**src/logic/ringCtrlPkg.sv**
```systemverilog
/*
 Shared ring controller types and widths.
 Entry state values carry an st prefix so they do not collide with opcode names.
*/
package ringCtrlPkg;

    //========================================
    // Widths
    //========================================
    localparam int ADDR_W    = 32;
    localparam int DATA_W    = 32;
    localparam int CORE_ID_W = 8;  // Top address bits name the target core
    localparam int THREAD_W  = 2;

    //========================================
    // Ring command
    //========================================
    typedef enum logic [1:0] {
        rd      = 2'b00,
        rdRsp   = 2'b01, // Never accepted from the core side
        wr      = 2'b10,
        wrBcast = 2'b11  // Travels the whole ring and comes back
    } ringOpcodeT;

    // Request buffer entry life cycle
    typedef enum logic [2:0] {
        stFree         = 3'b000,
        stWrite        = 3'b001,
        stRead         = 3'b010,
        stReadPrgrs    = 3'b011, // Read on the ring, waiting for response
        stReadRdy      = 3'b100, // Data held, waiting for core return
        stWrBcast      = 3'b101,
        stWrBcastPrgrs = 3'b110  // Waiting for the broadcast to come home
    } entryStateT;

    // Address word, compared whole or split for routing
    typedef union packed {
        logic [ADDR_W-1:0] raw;
        struct packed {
            logic [CORE_ID_W-1:0]        coreId;
            logic [ADDR_W-CORE_ID_W-1:0] offset;
        } fields;
    } ringAddrT;

endpackage

```
**src/logic/ringMsgIf.sv**
```systemverilog
/*
 One ring message between internal stages, no handshake.
 The src side drives every field each cycle.
*/
`timescale 1ns/1ps

interface ringMsgIf;
    import ringCtrlPkg::*;

    logic              valid;
    ringOpcodeT        opcode;
    ringAddrT          addr;   // Raw and field views
    logic [DATA_W-1:0] data;

    // Producer side
    modport src (
        output valid, opcode, addr, data
    );

    // Consumer side
    modport snk (
        input valid, opcode, addr, data
    );

endinterface

```
**src/logic/ringInputStage.sv**
```systemverilog
/*
 Ring input sample stage, one cycle of latency.
 Only the valid bit is reset, payload follows the ring freely.
*/
`timescale 1ns/1ps

module ringInputStage (
    input  logic                          QClk,
    input  logic                          rst,
    input  logic                          ringInValid,
    input  logic [1:0]                    ringInOpcode,
    input  logic [ringCtrlPkg::ADDR_W-1:0] ringInAddr,
    input  logic [ringCtrlPkg::DATA_W-1:0] ringInData,
    ringMsgIf.src                         inMsg
);
    import ringCtrlPkg::*;

    // Valid bit, cleared on reset
    always_ff @(posedge QClk) begin
        if (rst) begin
            inMsg.valid <= 1'b0;
        end else begin
            inMsg.valid <= ringInValid;
        end
    end

    // Payload register
    always_ff @(posedge QClk) begin
        inMsg.opcode <= ringOpcodeT'(ringInOpcode); // Every 2-bit code is legal
        inMsg.addr   <= ringInAddr;
        inMsg.data   <= ringInData;
    end

endmodule

```
**src/logic/requestBuffer.sv**
```systemverilog
/*
 Core request buffer, numEntries deep, lowest index wins everywhere.
 Requests for this core, rdRsp requests and requests under stall are dropped.
 Read response data returns one entry per cycle, registered.
*/
`timescale 1ns/1ps

module requestBuffer #(
    parameter int numEntries = 4
) (
    input  logic                             QClk,
    input  logic                             rst,
    input  logic [ringCtrlPkg::CORE_ID_W-1:0] coreId,
    input  logic                             coreReqValid,
    input  logic [1:0]                       coreReqOpcode,
    input  logic [ringCtrlPkg::THREAD_W-1:0]  coreReqThreadId,
    input  logic [ringCtrlPkg::ADDR_W-1:0]    coreReqAddr,
    input  logic [ringCtrlPkg::DATA_W-1:0]    coreReqData,
    ringMsgIf.snk                            inMsg,
    ringMsgIf.src                            injMsg,
    input  logic                             injectTaken,
    output logic                             consume,
    output logic                             coreRspValid,
    output logic [ringCtrlPkg::THREAD_W-1:0]  coreRspThreadId,
    output logic [ringCtrlPkg::DATA_W-1:0]    coreRspData,
    output logic                             coreStall
);
    import ringCtrlPkg::*;

    localparam int idxW = $clog2(numEntries);

    // Entry storage
    entryStateT          entryState  [numEntries];
    ringOpcodeT          entryOpcode [numEntries];
    logic [THREAD_W-1:0] entryThread [numEntries];
    ringAddrT            entryAddr   [numEntries];
    logic [DATA_W-1:0]   entryData   [numEntries];

    logic [numEntries-1:0] freeVec;
    logic [numEntries-1:0] injVec;
    logic [numEntries-1:0] rdMatchVec;
    logic [numEntries-1:0] bcastMatchVec;
    logic [numEntries-1:0] rdyVec;
    logic [idxW-1:0]       allocIdx;
    logic [idxW-1:0]       injIdx;
    logic [idxW-1:0]       rdMatchIdx;
    logic [idxW-1:0]       bcastIdx;
    logic [idxW-1:0]       rdyIdx;
    ringAddrT              reqAddr;
    logic                  reqAccept;
    entryStateT            reqState;

    // Priority pick, lowest set bit
    function automatic logic [idxW-1:0] lowestSet(input logic [numEntries-1:0] vec);
        logic [idxW-1:0] idx;
        idx = '0;
        for (int i = numEntries - 1; i >= 0; i--) begin
            if (vec[i]) idx = idxW'(i);
        end
        return idx;
    endfunction

    //========================================
    // Entry scan
    //========================================
    always_comb begin
        for (int i = 0; i < numEntries; i++) begin
            freeVec[i] = (entryState[i] == stFree);
            injVec[i]  = (entryState[i] == stRead) || (entryState[i] == stWrite) ||
                         (entryState[i] == stWrBcast);
            rdyVec[i]  = (entryState[i] == stReadRdy);
            // Ring side matches use the whole address word
            rdMatchVec[i]    = inMsg.valid && (inMsg.opcode == rdRsp) &&
                               (entryState[i] == stReadPrgrs) &&
                               (inMsg.addr.raw == entryAddr[i].raw);
            bcastMatchVec[i] = inMsg.valid && (inMsg.opcode == wrBcast) &&
                               (entryState[i] == stWrBcastPrgrs) &&
                               (inMsg.addr.raw == entryAddr[i].raw);
        end
    end

    assign allocIdx   = lowestSet(freeVec);
    assign injIdx     = lowestSet(injVec);
    assign rdMatchIdx = lowestSet(rdMatchVec);
    assign bcastIdx   = lowestSet(bcastMatchVec);
    assign rdyIdx     = lowestSet(rdyVec);

    assign coreStall = ~|freeVec;                     // No room left
    assign consume   = (|rdMatchVec) | (|bcastMatchVec); // Ours, keep off the ring

    // Core request filter, routing by core id field
    assign reqAddr   = coreReqAddr;
    assign reqAccept = coreReqValid && !coreStall && (coreReqOpcode != rdRsp) &&
                       (reqAddr.fields.coreId != coreId);

    // Initial entry state from request opcode
    always_comb begin
        case (coreReqOpcode)
            rd:      reqState = stRead;
            wr:      reqState = stWrite;
            wrBcast: reqState = stWrBcast;
            default: reqState = stFree; // rdRsp, filtered above
        endcase
    end

    // Injection candidate toward the arbiter
    assign injMsg.valid  = |injVec;
    assign injMsg.opcode = entryOpcode[injIdx];
    assign injMsg.addr   = entryAddr[injIdx];
    assign injMsg.data   = entryData[injIdx];

    //========================================
    // Entry FSM and core response
    //========================================
    always_ff @(posedge QClk) begin
        if (rst) begin
            for (int i = 0; i < numEntries; i++) begin
                entryState[i] <= stFree;
            end
            coreRspValid <= 1'b0;
        end else begin
            for (int i = 0; i < numEntries; i++) begin
                case (entryState[i])
                    stFree:         if (reqAccept && allocIdx == i) entryState[i] <= reqState;
                    stWrite:        if (injectTaken && injIdx == i) entryState[i] <= stFree;
                    stRead:         if (injectTaken && injIdx == i) entryState[i] <= stReadPrgrs;
                    stWrBcast:      if (injectTaken && injIdx == i) entryState[i] <= stWrBcastPrgrs;
                    stReadPrgrs:    if (rdMatchVec[i] && rdMatchIdx == i) entryState[i] <= stReadRdy;
                    stReadRdy:      if (rdyIdx == i) entryState[i] <= stFree; // Returned below
                    stWrBcastPrgrs: if (bcastMatchVec[i] && bcastIdx == i) entryState[i] <= stFree;
                    default:        entryState[i] <= stFree;
                endcase
            end
            coreRspValid <= |rdyVec; // One ready entry per cycle
        end
    end

    // Payload fields
    always_ff @(posedge QClk) begin
        for (int i = 0; i < numEntries; i++) begin
            if (freeVec[i] && reqAccept && allocIdx == i) begin
                entryOpcode[i] <= ringOpcodeT'(coreReqOpcode);
                entryThread[i] <= coreReqThreadId;
                entryAddr[i]   <= reqAddr;
                entryData[i]   <= coreReqData;
            end else if (rdMatchVec[i] && rdMatchIdx == i) begin
                entryData[i] <= inMsg.data; // Response data replaces request data
            end
        end
        if (|rdyVec) begin
            coreRspThreadId <= entryThread[rdyIdx];
            coreRspData     <= entryData[rdyIdx];
        end
    end

endmodule

```
**src/logic/ringOutputArbiter.sv**
```systemverilog
/*
 Ring output select, foreign traffic first, then injection, else idle.
 At most ventBurst injections back to back, then one slot without injection.
*/
`timescale 1ns/1ps

module ringOutputArbiter #(
    parameter int ventBurst = 3
) (
    input  logic                          QClk,
    input  logic                          rst,
    ringMsgIf.snk                         inMsg,
    ringMsgIf.snk                         injMsg,
    input  logic                          consume,
    output logic                          injectTaken,
    output logic                          ringOutValid,
    output logic [1:0]                    ringOutOpcode,
    output logic [ringCtrlPkg::ADDR_W-1:0] ringOutAddr,
    output logic [ringCtrlPkg::DATA_W-1:0] ringOutData
);
    import ringCtrlPkg::*;

    localparam int cntW = $clog2(ventBurst + 1);

    logic [cntW-1:0]   burstCnt;
    logic              forward;
    logic              nxtValid;
    logic [1:0]        nxtOpcode;
    logic [ADDR_W-1:0] nxtAddr;
    logic [DATA_W-1:0] nxtData;

    //========================================
    // Slot decision
    //========================================
    assign forward     = inMsg.valid && !consume;
    assign injectTaken = !forward && injMsg.valid && (burstCnt < ventBurst);

    always_comb begin
        if (forward) begin          // Pass foreign traffic unchanged
            nxtValid  = 1'b1;
            nxtOpcode = inMsg.opcode;
            nxtAddr   = inMsg.addr.raw;
            nxtData   = inMsg.data;
        end else if (injectTaken) begin
            nxtValid  = 1'b1;
            nxtOpcode = injMsg.opcode;
            nxtAddr   = injMsg.addr.raw;
            nxtData   = injMsg.data;
        end else begin              // Idle slot, all zero
            nxtValid  = 1'b0;
            nxtOpcode = '0;
            nxtAddr   = '0;
            nxtData   = '0;
        end
    end

    // Burst counter, clears on any slot without injection
    always_ff @(posedge QClk) begin
        if (rst) begin
            burstCnt <= '0;
        end else if (injectTaken) begin
            burstCnt <= burstCnt + 1'b1;
        end else begin
            burstCnt <= '0;
        end
    end

    //========================================
    // Ring output register
    //========================================
    always_ff @(posedge QClk) begin
        if (rst) begin
            ringOutValid <= 1'b0;
        end else begin
            ringOutValid <= nxtValid;
        end
    end

    always_ff @(posedge QClk) begin
        ringOutOpcode <= nxtOpcode;
        ringOutAddr   <= nxtAddr;
        ringOutData   <= nxtData;
    end

endmodule

```
**src/logic/ringController.sv**
```systemverilog
/*
 Ring controller for one core, core-to-ring direction only.
 Foreign ring traffic takes 2 cycles in to out. The core sees pulses and a stall level.
*/
`timescale 1ns/1ps

module ringController #(
    parameter int numEntries = 4, // Power of two, 2 or more
    parameter int ventBurst  = 3
) (
    input  logic                             QClk,
    input  logic                             rst,
    input  logic [ringCtrlPkg::CORE_ID_W-1:0] coreId,
    // Ring in
    input  logic                             ringInValid,
    input  logic [1:0]                       ringInOpcode,
    input  logic [ringCtrlPkg::ADDR_W-1:0]    ringInAddr,
    input  logic [ringCtrlPkg::DATA_W-1:0]    ringInData,
    // Ring out
    output logic                             ringOutValid,
    output logic [1:0]                       ringOutOpcode,
    output logic [ringCtrlPkg::ADDR_W-1:0]    ringOutAddr,
    output logic [ringCtrlPkg::DATA_W-1:0]    ringOutData,
    // Core request
    input  logic                             coreReqValid,
    input  logic [1:0]                       coreReqOpcode,
    input  logic [ringCtrlPkg::THREAD_W-1:0]  coreReqThreadId,
    input  logic [ringCtrlPkg::ADDR_W-1:0]    coreReqAddr,
    input  logic [ringCtrlPkg::DATA_W-1:0]    coreReqData,
    // Core response
    output logic                             coreRspValid,
    output logic [ringCtrlPkg::THREAD_W-1:0]  coreRspThreadId,
    output logic [ringCtrlPkg::DATA_W-1:0]    coreRspData,
    output logic                             coreStall
);

    logic consume;     // Buffer claims current input message
    logic injectTaken; // Arbiter placed injMsg on the ring

    ringMsgIf inMsg ();
    ringMsgIf injMsg ();

    ringInputStage u_ringInputStage (
        .QClk         (QClk),
        .rst          (rst),
        .ringInValid  (ringInValid),
        .ringInOpcode (ringInOpcode),
        .ringInAddr   (ringInAddr),
        .ringInData   (ringInData),
        .inMsg        (inMsg.src)
    );

    requestBuffer #(.numEntries(numEntries)) u_requestBuffer (
        .QClk            (QClk),
        .rst             (rst),
        .coreId          (coreId),
        .coreReqValid    (coreReqValid),
        .coreReqOpcode   (coreReqOpcode),
        .coreReqThreadId (coreReqThreadId),
        .coreReqAddr     (coreReqAddr),
        .coreReqData     (coreReqData),
        .inMsg           (inMsg.snk),
        .injMsg          (injMsg.src),
        .injectTaken     (injectTaken),
        .consume         (consume),
        .coreRspValid    (coreRspValid),
        .coreRspThreadId (coreRspThreadId),
        .coreRspData     (coreRspData),
        .coreStall       (coreStall)
    );

    ringOutputArbiter #(.ventBurst(ventBurst)) u_ringOutputArbiter (
        .QClk          (QClk),
        .rst           (rst),
        .inMsg         (inMsg.snk),
        .injMsg        (injMsg.snk),
        .consume       (consume),
        .injectTaken   (injectTaken),
        .ringOutValid  (ringOutValid),
        .ringOutOpcode (ringOutOpcode),
        .ringOutAddr   (ringOutAddr),
        .ringOutData   (ringOutData)
    );

endmodule

```
**config.mk**
```make
export PLATFORM = sky130hd
export DESIGN_NAME = ringController
export DESIGN_NICKNAME = d
export VERILOG_FILES = /design/src/logic/ringCtrlPkg.sv /design/src/logic/ringMsgIf.sv /design/src/logic/ringInputStage.sv /design/src/logic/requestBuffer.sv /design/src/logic/ringOutputArbiter.sv /design/src/logic/ringController.sv
export SDC_FILE = /design/constraint.sdc
export NUM_CORES = 1
export LEC_CHECK = 0
export ABC_AREA = 1
export BUFFER_PORTS_ARGS = -buffer_cell sky130_fd_sc_hd__buf_2
export CAP_MARGIN = 30
export CORE_AREA = 3 3 196 198
export CTS_BUF_LIST = sky130_fd_sc_hd__clkbuf_4 sky130_fd_sc_hd__clkbuf_8
export DETAILED_ROUTE_END_ITERATION = 10
export DIE_AREA = 0 0 199 201
export GPL_ROUTABILITY_DRIVEN = 0
export PLACE_DENSITY = 0.78
export SLEW_MARGIN = 10
export SYNTH_ARGS = -nofsm -noshare
export SYNTH_HDL_FRONTEND = slang
export SYNTH_SLANG_ARGS = --single-unit
```
**constraint.sdc**
```tcl
create_clock -name QClk -period 5 [get_ports QClk]
set_clock_uncertainty 0.2 [all_clocks]
set_input_delay 0.25 -clock QClk [delete_from_list [all_inputs] [get_ports QClk]]
set_output_delay 0.25 -clock QClk [all_outputs]
set_load 0.03 [all_outputs]
```
==> results.rst <==
.. list-table::
   :header-rows: 1

   * - Metric
     - Value
   * - Power density over the cells
     - roughly 440 nW/um2
   * - Final slew viol count
     - 0
   * - Sort of element at the end of the critical path
     - flip-flop
   * - Effective utilization at floorplan
     - 0.541
   * - CTS tree
     - done
   * - Number of cells on the worst reg-to-reg path
     - 17
   * - Drt total wl
     - ~62000 um
   * - Net load switching power
     - 3.55 mW
   * - Area of the die
     - about 40000 um2
   * - Most common cell after layout, fill and taps aside
     - sky130_fd_sc_hd__nand2_1
   * - Data required time of the worst path
     - 5.14 ns
   * - Max-cap violations
     - 0
   * - Clock slew at the register clock pins of the worst setup and hold paths
     - around 0.07 ns
   * - Warnings from Yosys
     - 0
   * - Total GRT Usage
     - 0.306
   * - Status
     - finished clean
   * - Ratio of cells with drive above 1 in the final layout
     - 0.181
   * - Routed wire length per instance
     - between 20 and 25 um
   * - Type of the worst setup path
     - reg -> reg
   * - Final Hold Vio Count
     - 0
   * - Core area
     - 36700 um2
   * - Chip height
     - between 200 and 250 um
   * - Cell type with the highest aggregate area in the netlist
     - sky130_fd_sc_hd__edfxtp_1
   * - Total number of vias
     - 17300
   * - Seq/Total Area, Yosys
     - 0.619
   * - Commonest cells after routing, fill and taps aside
     - sky130_fd_sc_hd__nand2_1, sky130_fd_sc_hd__edfxtp_1, sky130_fd_sc_hd__buf_2
   * - Mapped Nets
     - between 2000 and 2500
   * - Worst IR Drop VDD
     - approximately 0.00031 V
   * - Ys flop type
     - sky130_fd_sc_hd__edfxtp_1
   * - Crit start category
     - flip-flop
   * - Design Area, Final
     - between 20000 and 25000 um2
   * - Internal power
     - just over 7 mW
   * - Most area-consuming cells after synthesis
     - sky130_fd_sc_hd__edfxtp_1, sky130_fd_sc_hd__dfxtp_1, sky130_fd_sc_hd__nand2_1, sky130_fd_sc_hd__o21ai_0, sky130_fd_sc_hd__xnor2_1
   * - Horizontal die dimension
     - 199 um
   * - Actual slew at the worst max-slew pin
     - between 1 and 1.5 ns
   * - Number of buffers inserted to repair setup after CTS
     - 0
   * - Count of unique library cells instantiated by Yosys
     - between 40 and 50
   * - Critical path arrival
     - approximately 4.3 ns
   * - Post-synth EDFFs
     - ~320
   * - Number of buffers inserted by port buffering
     - 248
   * - Placed instance area
     - between 20000 and 25000 um2
   * - Clock network fraction of design power
     - 0.311
   * - Switching share of power
     - 0.332
   * - Num Clock Sinks
     - ~460
   * - Maximum fanout count along the critical path
     - 68
   * - Resize count post-CTS
     - 0
   * - Num ports
     - roughly 250
   * - Number of failing setup endpoints in the final timing report
     - 0
   * - Worst Hold Path Cells
     - 2
   * - Number of violations reported at the end of detailed-routing iteration 0
     - roughly 2300
   * - Post-synthesis cell count
     - about 2000
   * - Antenna violations before repair
     - 2
   * - Top cell type's share of synthesized area
     - 0.481
   * - Share of total power in combinational logic
     - 0.249
   * - Via count of the first global-routing pass
     - roughly 17000
   * - Reported leakage power
     - 10.2 nW
   * - Router iterations before antenna repair
     - 6
   * - Cell chosen for the clock root
     - sky130_fd_sc_hd__clkbuf_8
   * - Core utilization of the finished layout
     - 0.666
   * - Vias per inst
     - approximately 5.9
   * - Reg2Reg Setup Slack
     - 0.90 ns
   * - Maximum clock path buffer count
     - 3
   * - Timing-limited maximum frequency
     - 0.244 GHz
   * - Clk Latency, worst-skew pair
     - around 0.63 ns
   * - Pin count of the biggest net entering global routing
     - between 60 and 70
   * - Area Growth Syn to Fin
     - 23.2%
   * - Class of the worst hold path
     - in -> reg
   * - Final worst path period share
     - 0.820
   * - Residual overflow from global routing
     - 0
   * - Routed met1 length
     - between 20000 and 25000 um
   * - Hold buffer count at CTS
     - about 140
   * - Post-route antenna net violation count
     - 0
   * - RSZ-0062 raised after global routing
     - no
   * - Filler instances
     - ~2600
   * - Setup_tns
     - 0 ns
   * - Met3 layer wire length in the routed design
     - roughly 7600 um
   * - Post-synthesis register bit count
     - roughly 460
   * - Detail Placement HPWL
     - between 30000 and 40000 um
   * - Share of synthesized flip-flops with an asynchronous set or reset
     - 0
   * - Drt drc
     - 0
   * - Average footprint of a synthesized cell
     - ~10 um2
   * - Cell Rows
     - 70
   * - Level count of the clock H-tree
     - 3
   * - Post-Synthesis Cell Area
     - between 15000 and 20000 um2
   * - Global-route wire length before repair
     - ~95000 um
   * - Top routing layer in use
     - met4
   * - Final min period
     - roughly 4.1 ns
   * - Power after layout
     - 10.7 mW
   * - Net total in the final layout
     - between 2000 and 3000
   * - Detailed-routed wire length on met2
     - between 20000 and 30000 um
   * - Sequential share of power
     - 0.440
   * - Worst-case headroom to the max-slew limit
     - 0.329
   * - CTS Buf Count
     - 73
-- metrics by stage --
step	cells	setup WS, ns	hold WS, ns
3_3_place_gp	2650	1.10	0.153
5_1_grt	2925	0.654	0.0287
2_1_floorplan	2017	0.713	0.0777
4_1_cts	2922	1.04	0.0234
3_5_place_dp	2653	1.06	0.154
6_report	2925	0.899	0.0444
-- kinds of logic after synthesis --
logic type	count (synthesis)	synth area share
simple gates	739	0.153
flops	455	0.619
compound gates	418	0.124
xor+xnor	96	0.0423
buf+inv	308	0.0612
fa+ha+maj	1	0.000630
-- power by group through the flow --
stage          sequential, mW  clock [mW]  combinational (mW)
2_1_floorplan            5.26           0                1.08
3_3_place_gp             4.77           0                2.45
3_5_place_dp             4.78           0                2.50
4_1_cts                  4.70        3.34                2.60
5_1_grt                  4.74        3.52                2.82
6_report                 4.71        3.33                2.67
-- layer usage --
metal	global-route usage	vias to the layer above
met4	0.154	0
met3	0.0670	271
met2	0.491	1342
li1	-	7671
met1	0.391	8046
met5	0	-
-- state kept, by name, indices dropped and copies added, names as in the netlist, 12 cells and up --
register                         count
u_requestBuffer.entryAddr          128
u_requestBuffer.entryData          128
u_requestBuffer.coreRspData         32
u_ringInputStage.inMsg.addr         32
u_ringInputStage.inMsg.data         32
u_ringOutputArbiter.ringOutAddr     32
u_ringOutputArbiter.ringOutData     32
u_requestBuffer.entryState          12
-- worst max-delay path: stages (launching register included) --
cell,delay [ns]
sky130_fd_sc_hd__dfxtp_1,0.41
sky130_fd_sc_hd__inv_1,0.09
sky130_fd_sc_hd__or2_0,0.21
sky130_fd_sc_hd__nand3_1,0.14
sky130_fd_sc_hd__nor2_1,0.07
sky130_fd_sc_hd__nand2_1,0.09
sky130_fd_sc_hd__nor2_2,0.06
sky130_fd_sc_hd__nand3_2,0.05
sky130_fd_sc_hd__buf_4,0.55
sky130_fd_sc_hd__nand2_1,0.15
sky130_fd_sc_hd__inv_2,0.13
sky130_fd_sc_hd__nand3_2,0.11
sky130_fd_sc_hd__nand2_4,0.45
sky130_fd_sc_hd__inv_2,0.43
sky130_fd_sc_hd__nand3_1,0.21
sky130_fd_sc_hd__nand2_1,0.09
sky130_fd_sc_hd__nor3_1,0.19
sky130_fd_sc_hd__nand3_1,0.16
-- final timing paths --
| path | startpoint | endpoint |
|---|---|---|
| hold reg to reg | u_ringOutputArbiter.burstCnt[0]$_SDFF_PP0_ | u_ringOutputArbiter.burstCnt[0]$_SDFF_PP0_ |
| setup reg to reg | u_ringInputStage.inMsg.addr[21]$_DFF_P_ | u_requestBuffer.entryState[0][0]$_SDFFCE_PP0P_ |
| hold / removal | ringInData[2] | u_ringInputStage.inMsg.data[2]$_DFF_P_ |
| setup / recovery | u_ringInputStage.inMsg.addr[21]$_DFF_P_ | u_requestBuffer.entryState[0][0]$_SDFFCE_PP0P_ |
-- synth_stat cells (20+ instances only) --
master,count
sky130_fd_sc_hd__nand2_1,478
sky130_fd_sc_hd__edfxtp_1,318
sky130_fd_sc_hd__o21ai_0,210
sky130_fd_sc_hd__inv_1,187
sky130_fd_sc_hd__nor2_1,144
sky130_fd_sc_hd__dfxtp_1,137
sky130_fd_sc_hd__xnor2_1,90
sky130_fd_sc_hd__o22ai_1,72
sky130_fd_sc_hd__nand3_1,60
sky130_fd_sc_hd__clkbuf_1,57
sky130_fd_sc_hd__a21oi_1,52
sky130_fd_sc_hd__buf_2,35
sky130_fd_sc_hd__o221ai_1,32
sky130_fd_sc_hd__a221oi_1,21
sky130_fd_sc_hd__nand4_1,20
-- area by class of cell --
type	instances	area, um2	area share
clock buffers	110	1340	0.0548
clock inverters	22	183	0.00747
inverters	202	758	0.0310
diodes	2	5.00	0.000205
repair buffers	412	2890	0.118
well taps	468	586	0.0239
flip-flops and latches	455	12300	0.503
multi-input cells	1254	6400	0.262
Note: power is estimated with default switching activity, not from simulation.
